===== config.mk =====
export PLATFORM = sky130hd
export DESIGN_NAME = shift_unit
export DESIGN_NICKNAME = d
export VERILOG_FILES = /design/src/rtl/shift_pkg.sv /design/src/rtl/cond_eval.sv /design/src/rtl/flag_gen.sv /design/src/rtl/result_fifo.sv /design/src/rtl/shift_core.sv /design/src/rtl/shift_ctrl.sv /design/src/rtl/shift_unit.sv
export SDC_FILE = /design/constraint.sdc
export NUM_CORES = 1
export LEC_CHECK = 0
export BUFFER_PORTS_ARGS = -buffer_cell sky130_fd_sc_hd__buf_2
export CELL_PAD_IN_SITES_DETAIL_PLACEMENT = 1
export CELL_PAD_IN_SITES_GLOBAL_PLACEMENT = 2
export CORE_MARGIN = 2
export CORE_UTILIZATION = 43
export DETAILED_ROUTE_END_ITERATION = 10
export HOLD_SLACK_MARGIN = 0.02
export PLACE_DENSITY_LB_ADDON = 0.1
export SLEW_MARGIN = 30
export SYNTH_ARGS = -nofsm -noshare
export SYNTH_HDL_FRONTEND = slang
export SYNTH_SLANG_ARGS = --single-unit

===== constraint.sdc =====
create_clock -name clk -period 3.8 [get_ports clk]
set_input_delay 0.38 -clock clk [delete_from_list [all_inputs] [get_ports clk]]
set_output_delay 0.38 -clock clk [all_outputs]
set_load 0.005 [all_outputs]

===== src/rtl/shift_pkg.sv =====
////////////////////////////////////////////////////////////////////////////
// shift cluster package
// shared widths, flag bit positions, op and size encodings, and the
// size helpers used by the datapath blocks
////////////////////////////////////////////////////////////////////////////

package shift_pkg;

  typedef logic [63:0] data_t;   // operand / result
  typedef logic [5:0]  tag_t;    // micro-op tag
  typedef logic [5:0]  flags_t;  // {C, O, A, S, Z, P}
  typedef logic [5:0]  count_t;  // raw shift count
  typedef logic [3:0]  cond_t;   // condition code

  // bit positions inside flags_t
  localparam int flag_c = 5;
  localparam int flag_o = 4;
  localparam int flag_a = 3;
  localparam int flag_s = 2;
  localparam int flag_z = 1;
  localparam int flag_p = 0;

  typedef enum logic [1:0] {
    shl = 2'd0,   // logical left
    shr = 2'd1,   // logical right
    sar = 2'd2    // arithmetic right
  } shift_op_e;

  typedef enum logic [1:0] {
    sz8  = 2'd0,
    sz16 = 2'd1,
    sz32 = 2'd2,
    sz64 = 2'd3
  } op_size_e;

  // ones over the live bits of the operand size
  function automatic data_t size_mask(op_size_e size);
    case (size)
      sz8:     return 64'h0000_0000_0000_00ff;
      sz16:    return 64'h0000_0000_0000_ffff;
      sz32:    return 64'h0000_0000_ffff_ffff;
      default: return 64'hffff_ffff_ffff_ffff;
    endcase
  endfunction

  // msb of value at the given size
  function automatic logic top_bit(op_size_e size, data_t value);
    case (size)
      sz8:     return value[7];
      sz16:    return value[15];
      sz32:    return value[31];
      default: return value[63];
    endcase
  endfunction

endpackage


===== src/rtl/cond_eval.sv =====
////////////////////////////////////////////////////////////////////////////
// condition evaluator
// checks a 4-bit condition code against the incoming flag word
////////////////////////////////////////////////////////////////////////////

module cond_eval (
  input  shift_pkg::flags_t flags,
  input  shift_pkg::cond_t  cond,
  output logic              taken
);

  logic c_f;
  logic o_f;
  logic s_f;
  logic z_f;
  logic p_f;

  always_comb begin
    c_f = flags[shift_pkg::flag_c];
    o_f = flags[shift_pkg::flag_o];
    s_f = flags[shift_pkg::flag_s];
    z_f = flags[shift_pkg::flag_z];
    p_f = flags[shift_pkg::flag_p];

    case (cond)
      4'd0:    taken = o_f;            // O
      4'd1:    taken = ~o_f;           // NO
      4'd2:    taken = c_f;            // C
      4'd3:    taken = ~c_f;           // NC
      4'd4:    taken = z_f;            // Z
      4'd5:    taken = ~z_f;           // NZ
      4'd6:    taken = s_f;            // S
      4'd7:    taken = ~s_f;           // NS
      4'd8:    taken = p_f;            // P
      4'd9:    taken = ~p_f;           // NP
      4'd10:   taken = c_f | z_f;      // below or equal
      4'd11:   taken = ~(c_f | z_f);   // above
      default: taken = 1'b1;           // 12..15 always
    endcase
  end

endmodule


===== src/rtl/flag_gen.sv =====
////////////////////////////////////////////////////////////////////////////
// flag generation stage
// registers the shifter output and forms C/S/Z/P at the registered size;
// a failed condition passes the truncated operand and old flags instead
////////////////////////////////////////////////////////////////////////////

module flag_gen (
  input  logic                clk,
  input  logic                rst_n,
  input  logic                load,
  input  shift_pkg::op_size_e size,
  input  shift_pkg::data_t    result,
  input  logic                carry,
  input  logic                taken,
  input  shift_pkg::data_t    a,
  input  shift_pkg::flags_t   flags_in,
  input  shift_pkg::tag_t     tag,
  output shift_pkg::data_t    out_data,
  output shift_pkg::flags_t   out_flags,
  output shift_pkg::tag_t     out_tag
);

  shift_pkg::op_size_e size_q;
  logic                taken_q;
  logic                carry_q;
  shift_pkg::data_t    result_q;
  shift_pkg::data_t    a_q;
  shift_pkg::flags_t   flags_q;
  shift_pkg::tag_t     tag_q;
  shift_pkg::flags_t   new_flags;

  // select state
  always_ff @(posedge clk) begin
    if (!rst_n) begin
      size_q  <= shift_pkg::sz64;
      taken_q <= 1'b0;
    end else if (load) begin
      size_q  <= size;
      taken_q <= taken;
    end
  end

  // payload
  always_ff @(posedge clk) begin
    if (load) begin
      carry_q  <= carry;
      result_q <= result;
      a_q      <= a;
      flags_q  <= flags_in;
      tag_q    <= tag;
    end
  end

  always_comb begin
    new_flags                    = '0;             // O and A stay 0
    new_flags[shift_pkg::flag_c] = carry_q;
    new_flags[shift_pkg::flag_o] = 1'b0;
    new_flags[shift_pkg::flag_a] = 1'b0;
    new_flags[shift_pkg::flag_s] = shift_pkg::top_bit(size_q, result_q);
    new_flags[shift_pkg::flag_z] = ~|result_q;      // result already masked to size
    new_flags[shift_pkg::flag_p] = ~^result_q[7:0]; // even parity, low byte
  end

  assign out_data  = taken_q ? result_q : (a_q & shift_pkg::size_mask(size_q));
  assign out_flags = taken_q ? new_flags : flags_q;
  assign out_tag   = tag_q;

endmodule


===== src/rtl/result_fifo.sv =====
////////////////////////////////////////////////////////////////////////////
// result queue
// circular buffer holding finished results in issue order
////////////////////////////////////////////////////////////////////////////

module result_fifo #(
  parameter int QUEUE_DEPTH = 4
) (
  input  logic              clk,
  input  logic              rst_n,
  input  logic              push,
  input  shift_pkg::tag_t   push_tag,
  input  shift_pkg::data_t  push_data,
  input  shift_pkg::flags_t push_flags,
  input  logic              pop,
  output logic              empty,
  output shift_pkg::tag_t   head_tag,
  output shift_pkg::data_t  head_data,
  output shift_pkg::flags_t head_flags
);

  localparam int AW = $clog2(QUEUE_DEPTH);

  shift_pkg::tag_t   tag_mem   [QUEUE_DEPTH];
  shift_pkg::data_t  data_mem  [QUEUE_DEPTH];
  shift_pkg::flags_t flags_mem [QUEUE_DEPTH];

  logic [AW-1:0] wr_ptr;   // wraps on power-of-two depth
  logic [AW-1:0] rd_ptr;
  logic [AW:0]   count;    // entries held

  // storage
  always_ff @(posedge clk) begin
    if (push) begin
      tag_mem[wr_ptr]   <= push_tag;
      data_mem[wr_ptr]  <= push_data;
      flags_mem[wr_ptr] <= push_flags;
    end
  end

  // pointers and occupancy
  always_ff @(posedge clk) begin
    if (!rst_n) begin
      wr_ptr <= '0;
      rd_ptr <= '0;
      count  <= '0;
    end else begin
      if (push) wr_ptr <= wr_ptr + 1'b1;
      if (pop)  rd_ptr <= rd_ptr + 1'b1;
      case ({push, pop})
        2'b10:   count <= count + 1'b1;
        2'b01:   count <= count - 1'b1;
        default: count <= count;          // both or neither
      endcase
    end
  end

  assign empty      = (count == '0);
  assign head_tag   = tag_mem[rd_ptr];    // first-word fall-through
  assign head_data  = data_mem[rd_ptr];
  assign head_flags = flags_mem[rd_ptr];

endmodule


===== src/rtl/shift_core.sv =====
////////////////////////////////////////////////////////////////////////////
// shift core
// combinational barrel shifter that truncates the operand and count to the
// op size, shifts left or right with zero or sign fill and returns carry-out
////////////////////////////////////////////////////////////////////////////

module shift_core (
  input  shift_pkg::shift_op_e op,
  input  shift_pkg::op_size_e  size,
  input  shift_pkg::data_t     a,
  input  shift_pkg::count_t    count,
  output shift_pkg::data_t     result,
  output logic                 carry
);

  shift_pkg::data_t  mask;      // live bits at this size
  shift_pkg::data_t  a_trunc;   // operand cut to size
  shift_pkg::data_t  a_ext;     // operand with fill above size
  shift_pkg::count_t cnt;       // count modulo width
  logic              sign;      // operand msb at size
  logic              fill;      // bit shifted in from the top
  logic [64:0]       wide_l;    // bit 'width' catches the last bit out
  logic signed [65:0] wide_r;   // bit 0 catches the last bit out

  always_comb begin
    mask    = shift_pkg::size_mask(size);
    a_trunc = a & mask;
    sign    = shift_pkg::top_bit(size, a_trunc);

    case (size)                                   // count mod operand width
      shift_pkg::sz8:  cnt = {3'b000, count[2:0]};
      shift_pkg::sz16: cnt = {2'b00, count[3:0]};
      shift_pkg::sz32: cnt = {1'b0, count[4:0]};
      default:         cnt = count;
    endcase

    fill  = (op == shift_pkg::sar) & sign;        // zero fill unless sar
    a_ext = a_trunc | (fill ? ~mask : '0);        // replicate sign above size

    wide_l = {1'b0, a_trunc} << cnt;
    wide_r = $signed({fill, a_ext, 1'b0}) >>> cnt;

    if (op == shift_pkg::shl) begin
      result = wide_l[63:0] & mask;
      case (size)                                 // first bit above the size
        shift_pkg::sz8:  carry = wide_l[8];
        shift_pkg::sz16: carry = wide_l[16];
        shift_pkg::sz32: carry = wide_l[32];
        default:         carry = wide_l[64];
      endcase
    end else begin
      result = wide_r[64:1] & mask;               // zero-extend above size
      carry  = wide_r[0];                         // 0 when cnt is 0
    end
  end

endmodule


===== src/rtl/shift_ctrl.sv =====
////////////////////////////////////////////////////////////////////////////
// shift cluster control
// pipeline valids, queue push/pop, writeback credit counter and
// issue credit return
////////////////////////////////////////////////////////////////////////////

module shift_ctrl #(
  parameter int OUT_CREDITS = 2
) (
  input  logic clk,
  input  logic rst_n,
  input  logic in_valid,
  input  logic out_credit,
  input  logic fifo_empty,
  output logic s1_valid,
  output logic push,
  output logic pop,
  output logic res_valid,
  output logic in_credit
);

  localparam int CW = $clog2(OUT_CREDITS + 1);   // holds 0..OUT_CREDITS

  logic          s2_valid;     // stage-2 holds a finished result
  logic [CW-1:0] credits;      // writeback credits in hand
  logic          have_credit;

  ////////////////////////////////////////////////////////////////////////////
  // pipeline valids
  ////////////////////////////////////////////////////////////////////////////

  assign s1_valid = in_valid;   // load strobe for the flag stage

  always_ff @(posedge clk) begin
    if (!rst_n) begin
      s2_valid <= 1'b0;
    end else begin
      s2_valid <= s1_valid;     // flag stage output valid next cycle
    end
  end

  assign push = s2_valid;

  ////////////////////////////////////////////////////////////////////////////
  // writeback credits and pop
  ////////////////////////////////////////////////////////////////////////////

  assign have_credit = (credits != '0);
  assign pop         = ~fifo_empty & have_credit;

  always_ff @(posedge clk) begin
    if (!rst_n) begin
      credits <= CW'(OUT_CREDITS);
    end else begin
      case ({out_credit, pop})
        2'b10:   credits <= credits + 1'b1;   // grant only
        2'b01:   credits <= credits - 1'b1;   // spend only
        default: credits <= credits;          // grant and spend cancel
      endcase
    end
  end

  // one result out, one issue credit back
  assign res_valid = pop;
  assign in_credit = pop;

endmodule


===== src/rtl/shift_unit.sv =====
////////////////////////////////////////////////////////////////////////////
// shift execution cluster top
// shifter and condition check feed the flag stage, then the in-order
// result queue; credits govern both issue and writeback
////////////////////////////////////////////////////////////////////////////

module shift_unit #(
  parameter int QUEUE_DEPTH = 4,
  parameter int OUT_CREDITS = 2
) (
  input  logic                 clk,
  input  logic                 rst_n,
  // issue side
  input  logic                 in_valid,
  input  shift_pkg::shift_op_e in_op,
  input  shift_pkg::op_size_e  in_size,
  input  shift_pkg::data_t     in_a,
  input  shift_pkg::count_t    in_count,
  input  shift_pkg::tag_t      in_tag,
  input  logic                 in_cond_en,
  input  shift_pkg::cond_t     in_cond,
  input  shift_pkg::flags_t    in_flags,
  output logic                 in_credit,
  // writeback side
  output logic                 res_valid,
  output shift_pkg::tag_t      res_tag,
  output shift_pkg::data_t     res_data,
  output shift_pkg::flags_t    res_flags,
  input  logic                 out_credit
);

  shift_pkg::data_t  sh_result;
  logic              sh_carry;
  logic              cond_true;
  logic              s1_valid;
  logic              push;
  logic              pop;
  logic              fifo_empty;
  shift_pkg::data_t  fg_data;
  shift_pkg::flags_t fg_flags;
  shift_pkg::tag_t   fg_tag;

  shift_ctrl #(.OUT_CREDITS(OUT_CREDITS)) u_ctrl (
    .clk        (clk),
    .rst_n      (rst_n),
    .in_valid   (in_valid),
    .out_credit (out_credit),
    .fifo_empty (fifo_empty),
    .s1_valid   (s1_valid),
    .push       (push),
    .pop        (pop),
    .res_valid  (res_valid),
    .in_credit  (in_credit)
  );

  shift_core u_core (
    .op     (in_op),
    .size   (in_size),
    .a      (in_a),
    .count  (in_count),
    .result (sh_result),
    .carry  (sh_carry)
  );

  cond_eval u_cond (
    .flags (in_flags),
    .cond  (in_cond),
    .taken (cond_true)
  );

  flag_gen u_flags (
    .clk       (clk),
    .rst_n     (rst_n),
    .load      (s1_valid),
    .size      (in_size),
    .result    (sh_result),
    .carry     (sh_carry),
    .taken     (~in_cond_en | cond_true),   // unconditional ops always taken
    .a         (in_a),
    .flags_in  (in_flags),
    .tag       (in_tag),
    .out_data  (fg_data),
    .out_flags (fg_flags),
    .out_tag   (fg_tag)
  );

  result_fifo #(.QUEUE_DEPTH(QUEUE_DEPTH)) u_fifo (
    .clk        (clk),
    .rst_n      (rst_n),
    .push       (push),
    .push_tag   (fg_tag),
    .push_data  (fg_data),
    .push_flags (fg_flags),
    .pop        (pop),
    .empty      (fifo_empty),
    .head_tag   (res_tag),
    .head_data  (res_data),
    .head_flags (res_flags)
  );

endmodule


==> results.json, run 1 <==
{
  "period_needed_ns": 3.26,
  "power_mw": 15.3,
  "synth_edf_count": 445,
  "ant_nets": 0,
  "drv_slew": 0,
  "cts_buffers": 48,
  "dieArea_sq_um": 66100,
  "r2r_slack_ns": 1.22,
  "grt_max_degree": 59,
  "hold-worst-slack_ns": 0.0928,
  "globalplace.congestion": 1.01,
  "cts_tree": "done",
  "hold_path.class": "in2reg",
  "synth_ff_type": "edfxtp_1",
  "core_area_sq_um": 63200,
  "leakage_nw": 11.5,
  "tightestPinTransition_ns": 1.02,
  "critPathCaptureType": "flop",
  "n_fill_cell": 6511,
  "r2r-end": "u_fifo.flags_mem[2][1]",
  "yosys_warnings": 0,
  "row_count": 92,
  "maxCapViolations": 0,
  "wl_per_cell_um": 39.6,
  "synth_area_sq_um": 27500,
  "viasPerCell": 6.98,
  "syn2layout_area_growth_pct": 16.6,
  "post_cts_buffers": 0,
  "crit_type": "in2reg",
  "initial_core_util_pct": 43.6,
  "cts_htree_levels": 2,
  "cp_data_required_time_ns": 4.27,
  "critPathArrivalTime_ns": 3.73,
  "outcome": "finished clean",
  "clock_path_buffers": 3,
  "r2r_cells": 3,
  "yosysSeqAreaShare_pct": 49.6,
  "syn_area_per_cell_sq_um": 12.3,
  "finalSetupViolCount": 0,
  "fin_tns_setup_ns": 0,
  "min_from": "in_cond_en",
  "cts-resized-gates": 0,
  "cts_sinks": 460,
  "finalHoldViolCount": 0,
  "final_cell_area_sq_um": 32100,
  "ir_drop_v": 0.000322,
  "die_y_um": 257,
  "drcViolationCount": 0,
  "detailed_place_hpwl_um": 100000,
  "drt_iter0_markers": 3384,
  "final_nets": 2612,
  "drt_first_pass_iters": 5,
  "pre_cts_ws_ns": 0.0863,
  "ys_ff_latch": 460,
  "layout_commonest_cell": "edfxtp_1",
  "finClkSkew_ns": 0.0246,
  "final_cell_mix": "edfxtp_1 (445), buf_4 (223), nand2_1 (203)",
  "syn_nets": 2343,
  "antenna_found_initial": 15,
  "clock_latency_ns": 0.60,
  "routed_wl_um": 134000,
  "clock-root-buffer": "clkbuf_16",
  "min_to": "u_flags.taken_q",
  "fp.dieW_um": 257,
  "drive_above_1_share_pct": 28.9,
  "fmax_ghz": 0.307,
  "p_per_area_nw_per_um2": 475,
  "ios": 173,
  "ctsHoldBuffers": 12,
  "crit_path_start_kind": "input port",
  "grt_pass1_vias": 23900,
  "min_path_cells": 2,
  "synthArstFlopShare_pct": 0,
  "io_buffers": 172,
  "min_period_over_period_pct": 85.8,
  "groute.usage.overall_pct": 40.0,
  "yosys.cell_types.count": 97,
  "fin_ws_ns": 0.540,
  "rsz0062_at_grt": "false",
  "clk_pin_slew_ns": 0.07,
  "slew_headroom_pct": 31.0,
  "r2r_start": "u_flags.result_q[50]",
  "path_max_fanout": 36,
  "via_count": 23700,
  "syn_inst": 2237,
  "placed_area_sq_um": 30400,
  "grt_pass1_wl_um": 188000,
  "grt_remaining_overflow": 0
}
-- logic make-up (layout without fill, tap and decap cells) --
kind of cell / after synthesis / count (layout) / synth area share, %
xor+xnor: 10 / 10 / 0.318
mux: 316 / 316 / 19.0
buf+inv: 226 / 529 / 4.28
other cells: 0 / 5 / 0
simple gates: 558 / 558 / 9.37
flops: 460 / 460 / 49.6
compound gates: 656 / 656 / 16.9
fa+ha+maj: 11 / 11 / 0.527
-- power breakdown --
group / internal (mW) / switching [mW] / leakage (nW) / total, mW
registers: 5.95 / 0.301 / 4.27 / 6.25
logic: 1.71 / 2.51 / 6.44 / 4.22
clock network: 2.68 / 2.10 / 0.756 / 4.78
-- critical path: stages --
cell and delay [ns]:
buf_2 0.25, buf_12 0.25, or3b_1 0.46, nor2_2 0.59, nor2_1 0.25, a32oi_1 0.40, o22ai_1 0.14, buf_4 0.18
a221oi_1 0.58, buf_4 0.22
-- metal layers --
metal  global-route usage (%)  up-vias  wire length (um)  part of all wire [%]
li1                         -     9560                 -                     -
met1                     55.7    12400             54600                    41
met2                     63.0     1494             62000                    46
met3                     6.95      236             12500                   9.3
met4                     14.6        4              5180                   3.9
met5                        0        -                23                 0.017
-- cell usage after synthesis, types with 20 or more instances --
cell type,number,area (sq um)
a21oi_1,127,636
a31oi_1,31,194
o22ai_1,41,257
clkbuf_1,76,285
mux2i_1,99,991
mux2_2,61,687
nand2_1,204,766
nand3_1,41,205
o221ai_1,21,184
o211ai_1,33,248
buf_2,70,350
mux4_2,135,3040
inv_1,21,78.8
nor2_1,144,541
o21ai_0,96,480
and2_1,29,181
edfxtp_1,445,13400
a211oi_1,39,293
buf_1,20,75.1
nor3_1,41,205
a22o_1,55,482
-- final cells by class --
cell class	instances	area, sq um	share of cell area [%]
Sequential cell	460	13700	42.6
Multi-Input combinational cell	1551	12700	39.6
Timing Repair Buffer	422	3000	9.34
Clock buffer	59	1270	3.96
Tap cell	846	1060	3.30
Clock inverter	25	293	0.911
Inverter	23	86.3	0.269
Antenna cell	5	12.5	0.0389
-- stage by stage --
| step | cells | utilization, % |
|---|---|---|
| detailed placement | 3290 | 48.1 |
| floorplan | 2237 | - |
| global placement | 3290 | 48.1 |
| global route | 3386 | 50.8 |
| CTS | 3386 | 50.8 |
| finish | 3391 | 50.8 |
-- sequential cells by signal, indices dropped and copies added, names as in the netlist, named ones only --
signal and flops:
u_ctrl.credits 2, u_ctrl.push 1, u_fifo.count 3, u_fifo.data_mem 256
u_fifo.flags_mem 24, u_fifo.rd_ptr 2, u_fifo.tag_mem 24, u_fifo.wr_ptr 2
u_flags.a_q 64, u_flags.carry_q 1, u_flags.flags_q 6, u_flags.out_tag 6
u_flags.result_q 64, u_flags.size_q 2, u_flags.taken_q 1
-- worst max-delay path by stage --
stage	startpoint	endpoint	slack (ns)	cells after the start
global placement	in_size[1]	u_flags.result_q[28]	0.16	10
detailed placement	in_count[0]	u_flags.result_q[48]	0.09	9
CTS	in_count[0]	u_flags.result_q[48]	0.74	9
global route	in_size[1]	u_flags.result_q[28]	0.57	10
floorplan	u_fifo.wr_ptr[0]	u_fifo.data_mem[0][0]	1.04	3
finish	in_size[1]	u_flags.result_q[28]	0.54	10
Note: power is estimated with default switching activity, not from simulation.
==> run 2: changes to the inputs <==
--- a/config.mk
+++ b/config.mk
@@ -8,8 +8,7 @@
 export BUFFER_PORTS_ARGS = -buffer_cell sky130_fd_sc_hd__buf_2
 export CELL_PAD_IN_SITES_DETAIL_PLACEMENT = 1
 export CELL_PAD_IN_SITES_GLOBAL_PLACEMENT = 2
-export CORE_MARGIN = 2
-export CORE_UTILIZATION = 43
+export CORE_UTILIZATION = 40
 export DETAILED_ROUTE_END_ITERATION = 10
 export HOLD_SLACK_MARGIN = 0.02
 export PLACE_DENSITY_LB_ADDON = 0.1
==> constraint.sdc (replaced) <==
create_clock -name clk -period 3.8 [get_ports clk]
set_input_delay 0 -clock clk [delete_from_list [all_inputs] [get_ports clk]]
set_output_delay 0 -clock clk [all_outputs]
set_load 0.005 [all_outputs]
==> run 2 against run 1 <==
Utilization shrank 3.0 points. Largest cell class unchanged. Combinational power shrank 3%. First-iteration DRC count shrank 17%. Sequential power grew 0.8%. Register-to-register slack lost 0.07 ns. Critical endpoint is now u_flags.result_q[21]. Setup slack lost 0.050 ns. Critical path type unchanged.
==> results.json, run 2 (synthesis gave the netlist of run 1 again) <==
{
  "outcome": "finished clean",
  "grt_pass1_vias": 23300,
  "wl_per_cell_um": 38.1,
  "r2r_cells": 3,
  "finalHoldViolCount": 0,
  "drv_slew": 0,
  "cts-resized-gates": 0,
  "initial_core_util_pct": 40.7,
  "critPathArrivalTime_ns": 3.57,
  "drcViolationCount": 0,
  "maxCapViolations": 0,
  "p_per_area_nw_per_um2": 469,
  "cts_htree_levels": 2,
  "clk_pin_slew_ns": 0.06,
  "grt_max_degree": 62,
  "ant_nets": 0,
  "largest-register": "u_fifo.data_mem",
  "dieArea_sq_um": 69900,
  "routed_wl_um": 131000,
  "min_path_cells": 2,
  "syn2layout_area_growth_pct": 17.5,
  "pwr-share-seq_pct": 41.5,
  "intPower_mw": 10.4,
  "min_from": "in_tag[4]",
  "r2r-end": "u_fifo.flags_mem[3][1]",
  "largest_register_ff_count": 256,
  "crit_type": "in2reg",
  "ios": 173,
  "leakage_nw": 11.5,
  "final_nets": 2623,
  "clock-root-buffer": "clkbuf_16",
  "critPathCaptureType": "flop",
  "sw_frac_of_total_pct": 31.6,
  "clkPwrFrac_pct": 31.5,
  "globalplace.congestion": 1.05,
  "drt_first_pass_iters": 5,
  "grt_pass1_wl_um": 182000,
  "layout_commonest_cell": "edfxtp_1",
  "final_cell_mix": "edfxtp_1 (445), nand2_1 (203), buf_4 (171)",
  "pwr-share-comb_pct": 27.0,
  "r2r_start": "u_flags.result_q[20]",
  "rsz0062_at_grt": "false",
  "cp_data_required_time_ns": 4.06,
  "clock_latency_ns": 0.61,
  "finalSetupViolCount": 0,
  "min_period_over_period_pct": 87.1,
  "cts_buffers": 49,
  "drive_above_1_share_pct": 26.8,
  "grt_remaining_overflow": 0,
  "cts_tree": "done",
  "r2r_slack_ns": 1.15,
  "dp_cells": 3257,
  "path_max_fanout": 14,
  "row_count": 95,
  "die_y_um": 264,
  "post_cts_buffers": 0,
  "core_area_sq_um": 67600,
  "min_to": "u_flags.out_tag[4]",
  "via_count": 23200,
  "clock_path_buffers": 3,
  "fmax_ghz": 0.302,
  "cts_sinks": 460,
  "detailed_place_hpwl_um": 98400,
  "fin_tns_setup_ns": 0,
  "hold_path.class": "in2reg",
  "drt_iter0_markers": 2825,
  "crit_path_start_kind": "input port",
  "finClkSkew_ns": 0.0407,
  "fp.dieW_um": 264,
  "ir_drop_v": 0.000433,
  "largestRegisters": "u_fifo.data_mem (256), u_flags.a_q (64), u_flags.result_q (64)",
  "groute.usage.overall_pct": 36.8,
  "slew_headroom_pct": 26.0,
  "antenna_found_initial": 10,
  "instances_no_fill": 3429,
  "multi_input_area_sq_um": 12800,
  "n_fill_cell": 6968,
  "viasPerCell": 6.76,
  "ff_latch_area_sq_um": 13700,
  "ctsHoldBuffers": 81,
  "tightestPinTransition_ns": 1.10,
  "switching_power_mw": 4.81,
  "period_needed_ns": 3.31,
  "io_buffers": 172
}
run 2: cell count changes in the layout (fill, tap and decap cells not counted), sizes merged:
cell / previous run / this run
diode: 5 / 1
clkinvlp: 2 / 1
clkinv: 15 / 22
clkbuf: 60 / 59
buf: 409 / 350
dlygate4sd3: 12 / 81
run 2: how the worst max path moves through the flow:
| stage | cells past startpoint | to | slack [ns] | startpoint |
|---|---|---|---|---|
| after floorplan | 3 | u_fifo.data_mem[0][0] | 1.04 | u_fifo.wr_ptr[0] |
| after global placement | 8 | u_flags.carry_q | 0.12 | in_size[0] |
| after detailed placement | 11 | u_flags.result_q[21] | 0.19 | in_size[1] |
| after CTS | 10 | u_flags.result_q[21] | 0.66 | in_a[7] |
| after global routing | 10 | u_flags.result_q[21] | 0.62 | in_a[7] |
| final | 10 | u_flags.result_q[21] | 0.49 | in_a[7] |
run 2: power groups by stage:
stage / logic (mW) / registers (mW) / clock network (mW)
3_5_place_dp: 3.94 / 6.41 / 0
4_1_cts: 4.03 / 6.31 / 4.86
5_1_grt: 4.27 / 6.33 / 5.02
3_3_place_gp: 3.89 / 6.40 / 0
2_1_floorplan: 2.37 / 6.12 / 0
6_report: 4.10 / 6.30 / 4.78
run 2: layer usage:
metal	share of wire [%]	vias up	global-route usage [%]
li1	-	9564	-
met1	43	12100	52.3
met2	45	1232	57.2
met3	7.8	237	5.77
met4	3.9	8	13.2
met5	0.043	-	0
run 2: worst max-delay path, cell delays in order:
cell and delay, ns:
dlygate4sd3_1 0.53, buf_2 0.31, mux2_4 0.31, o211ai_1 0.21, a211o_1 0.44, buf_4 0.21
a22o_1 0.20, a221oi_1 0.40, nor2_1 0.14, a2111oi_2 0.81
run 2: per-stage QoR:
| step | hold WS [ns] | utilization [%] | worst slack (ns) | instance area [sq um] | power [mW] |
|---|---|---|---|---|---|
| global route | 0.123 | 47.9 | 0.623 | 32400 | 15.6 |
| CTS | 0.112 | 47.8 | 0.656 | 32300 | 15.2 |
| detailed placement | 0.182 | 44.3 | 0.195 | 29900 | 10.4 |
| global placement | 0.181 | 44.2 | 0.122 | 29900 | 10.3 |
| finish | 0.128 | 47.9 | 0.490 | 32400 | 15.2 |
| floorplan | 0.0989 | - | 1.04 | 27500 | 8.49 |
run 2: layout make-up:
cell class	instances	area share, %
Tap cell	873	3.37
Inverter	23	0.267
Antenna cell	1	0.00773
Sequential cell	460	42.2
Clock inverter	31	0.901
Multi-Input combinational cell	1551	39.4
Timing Repair Buffer	432	9.79
Clock buffer	58	4.02
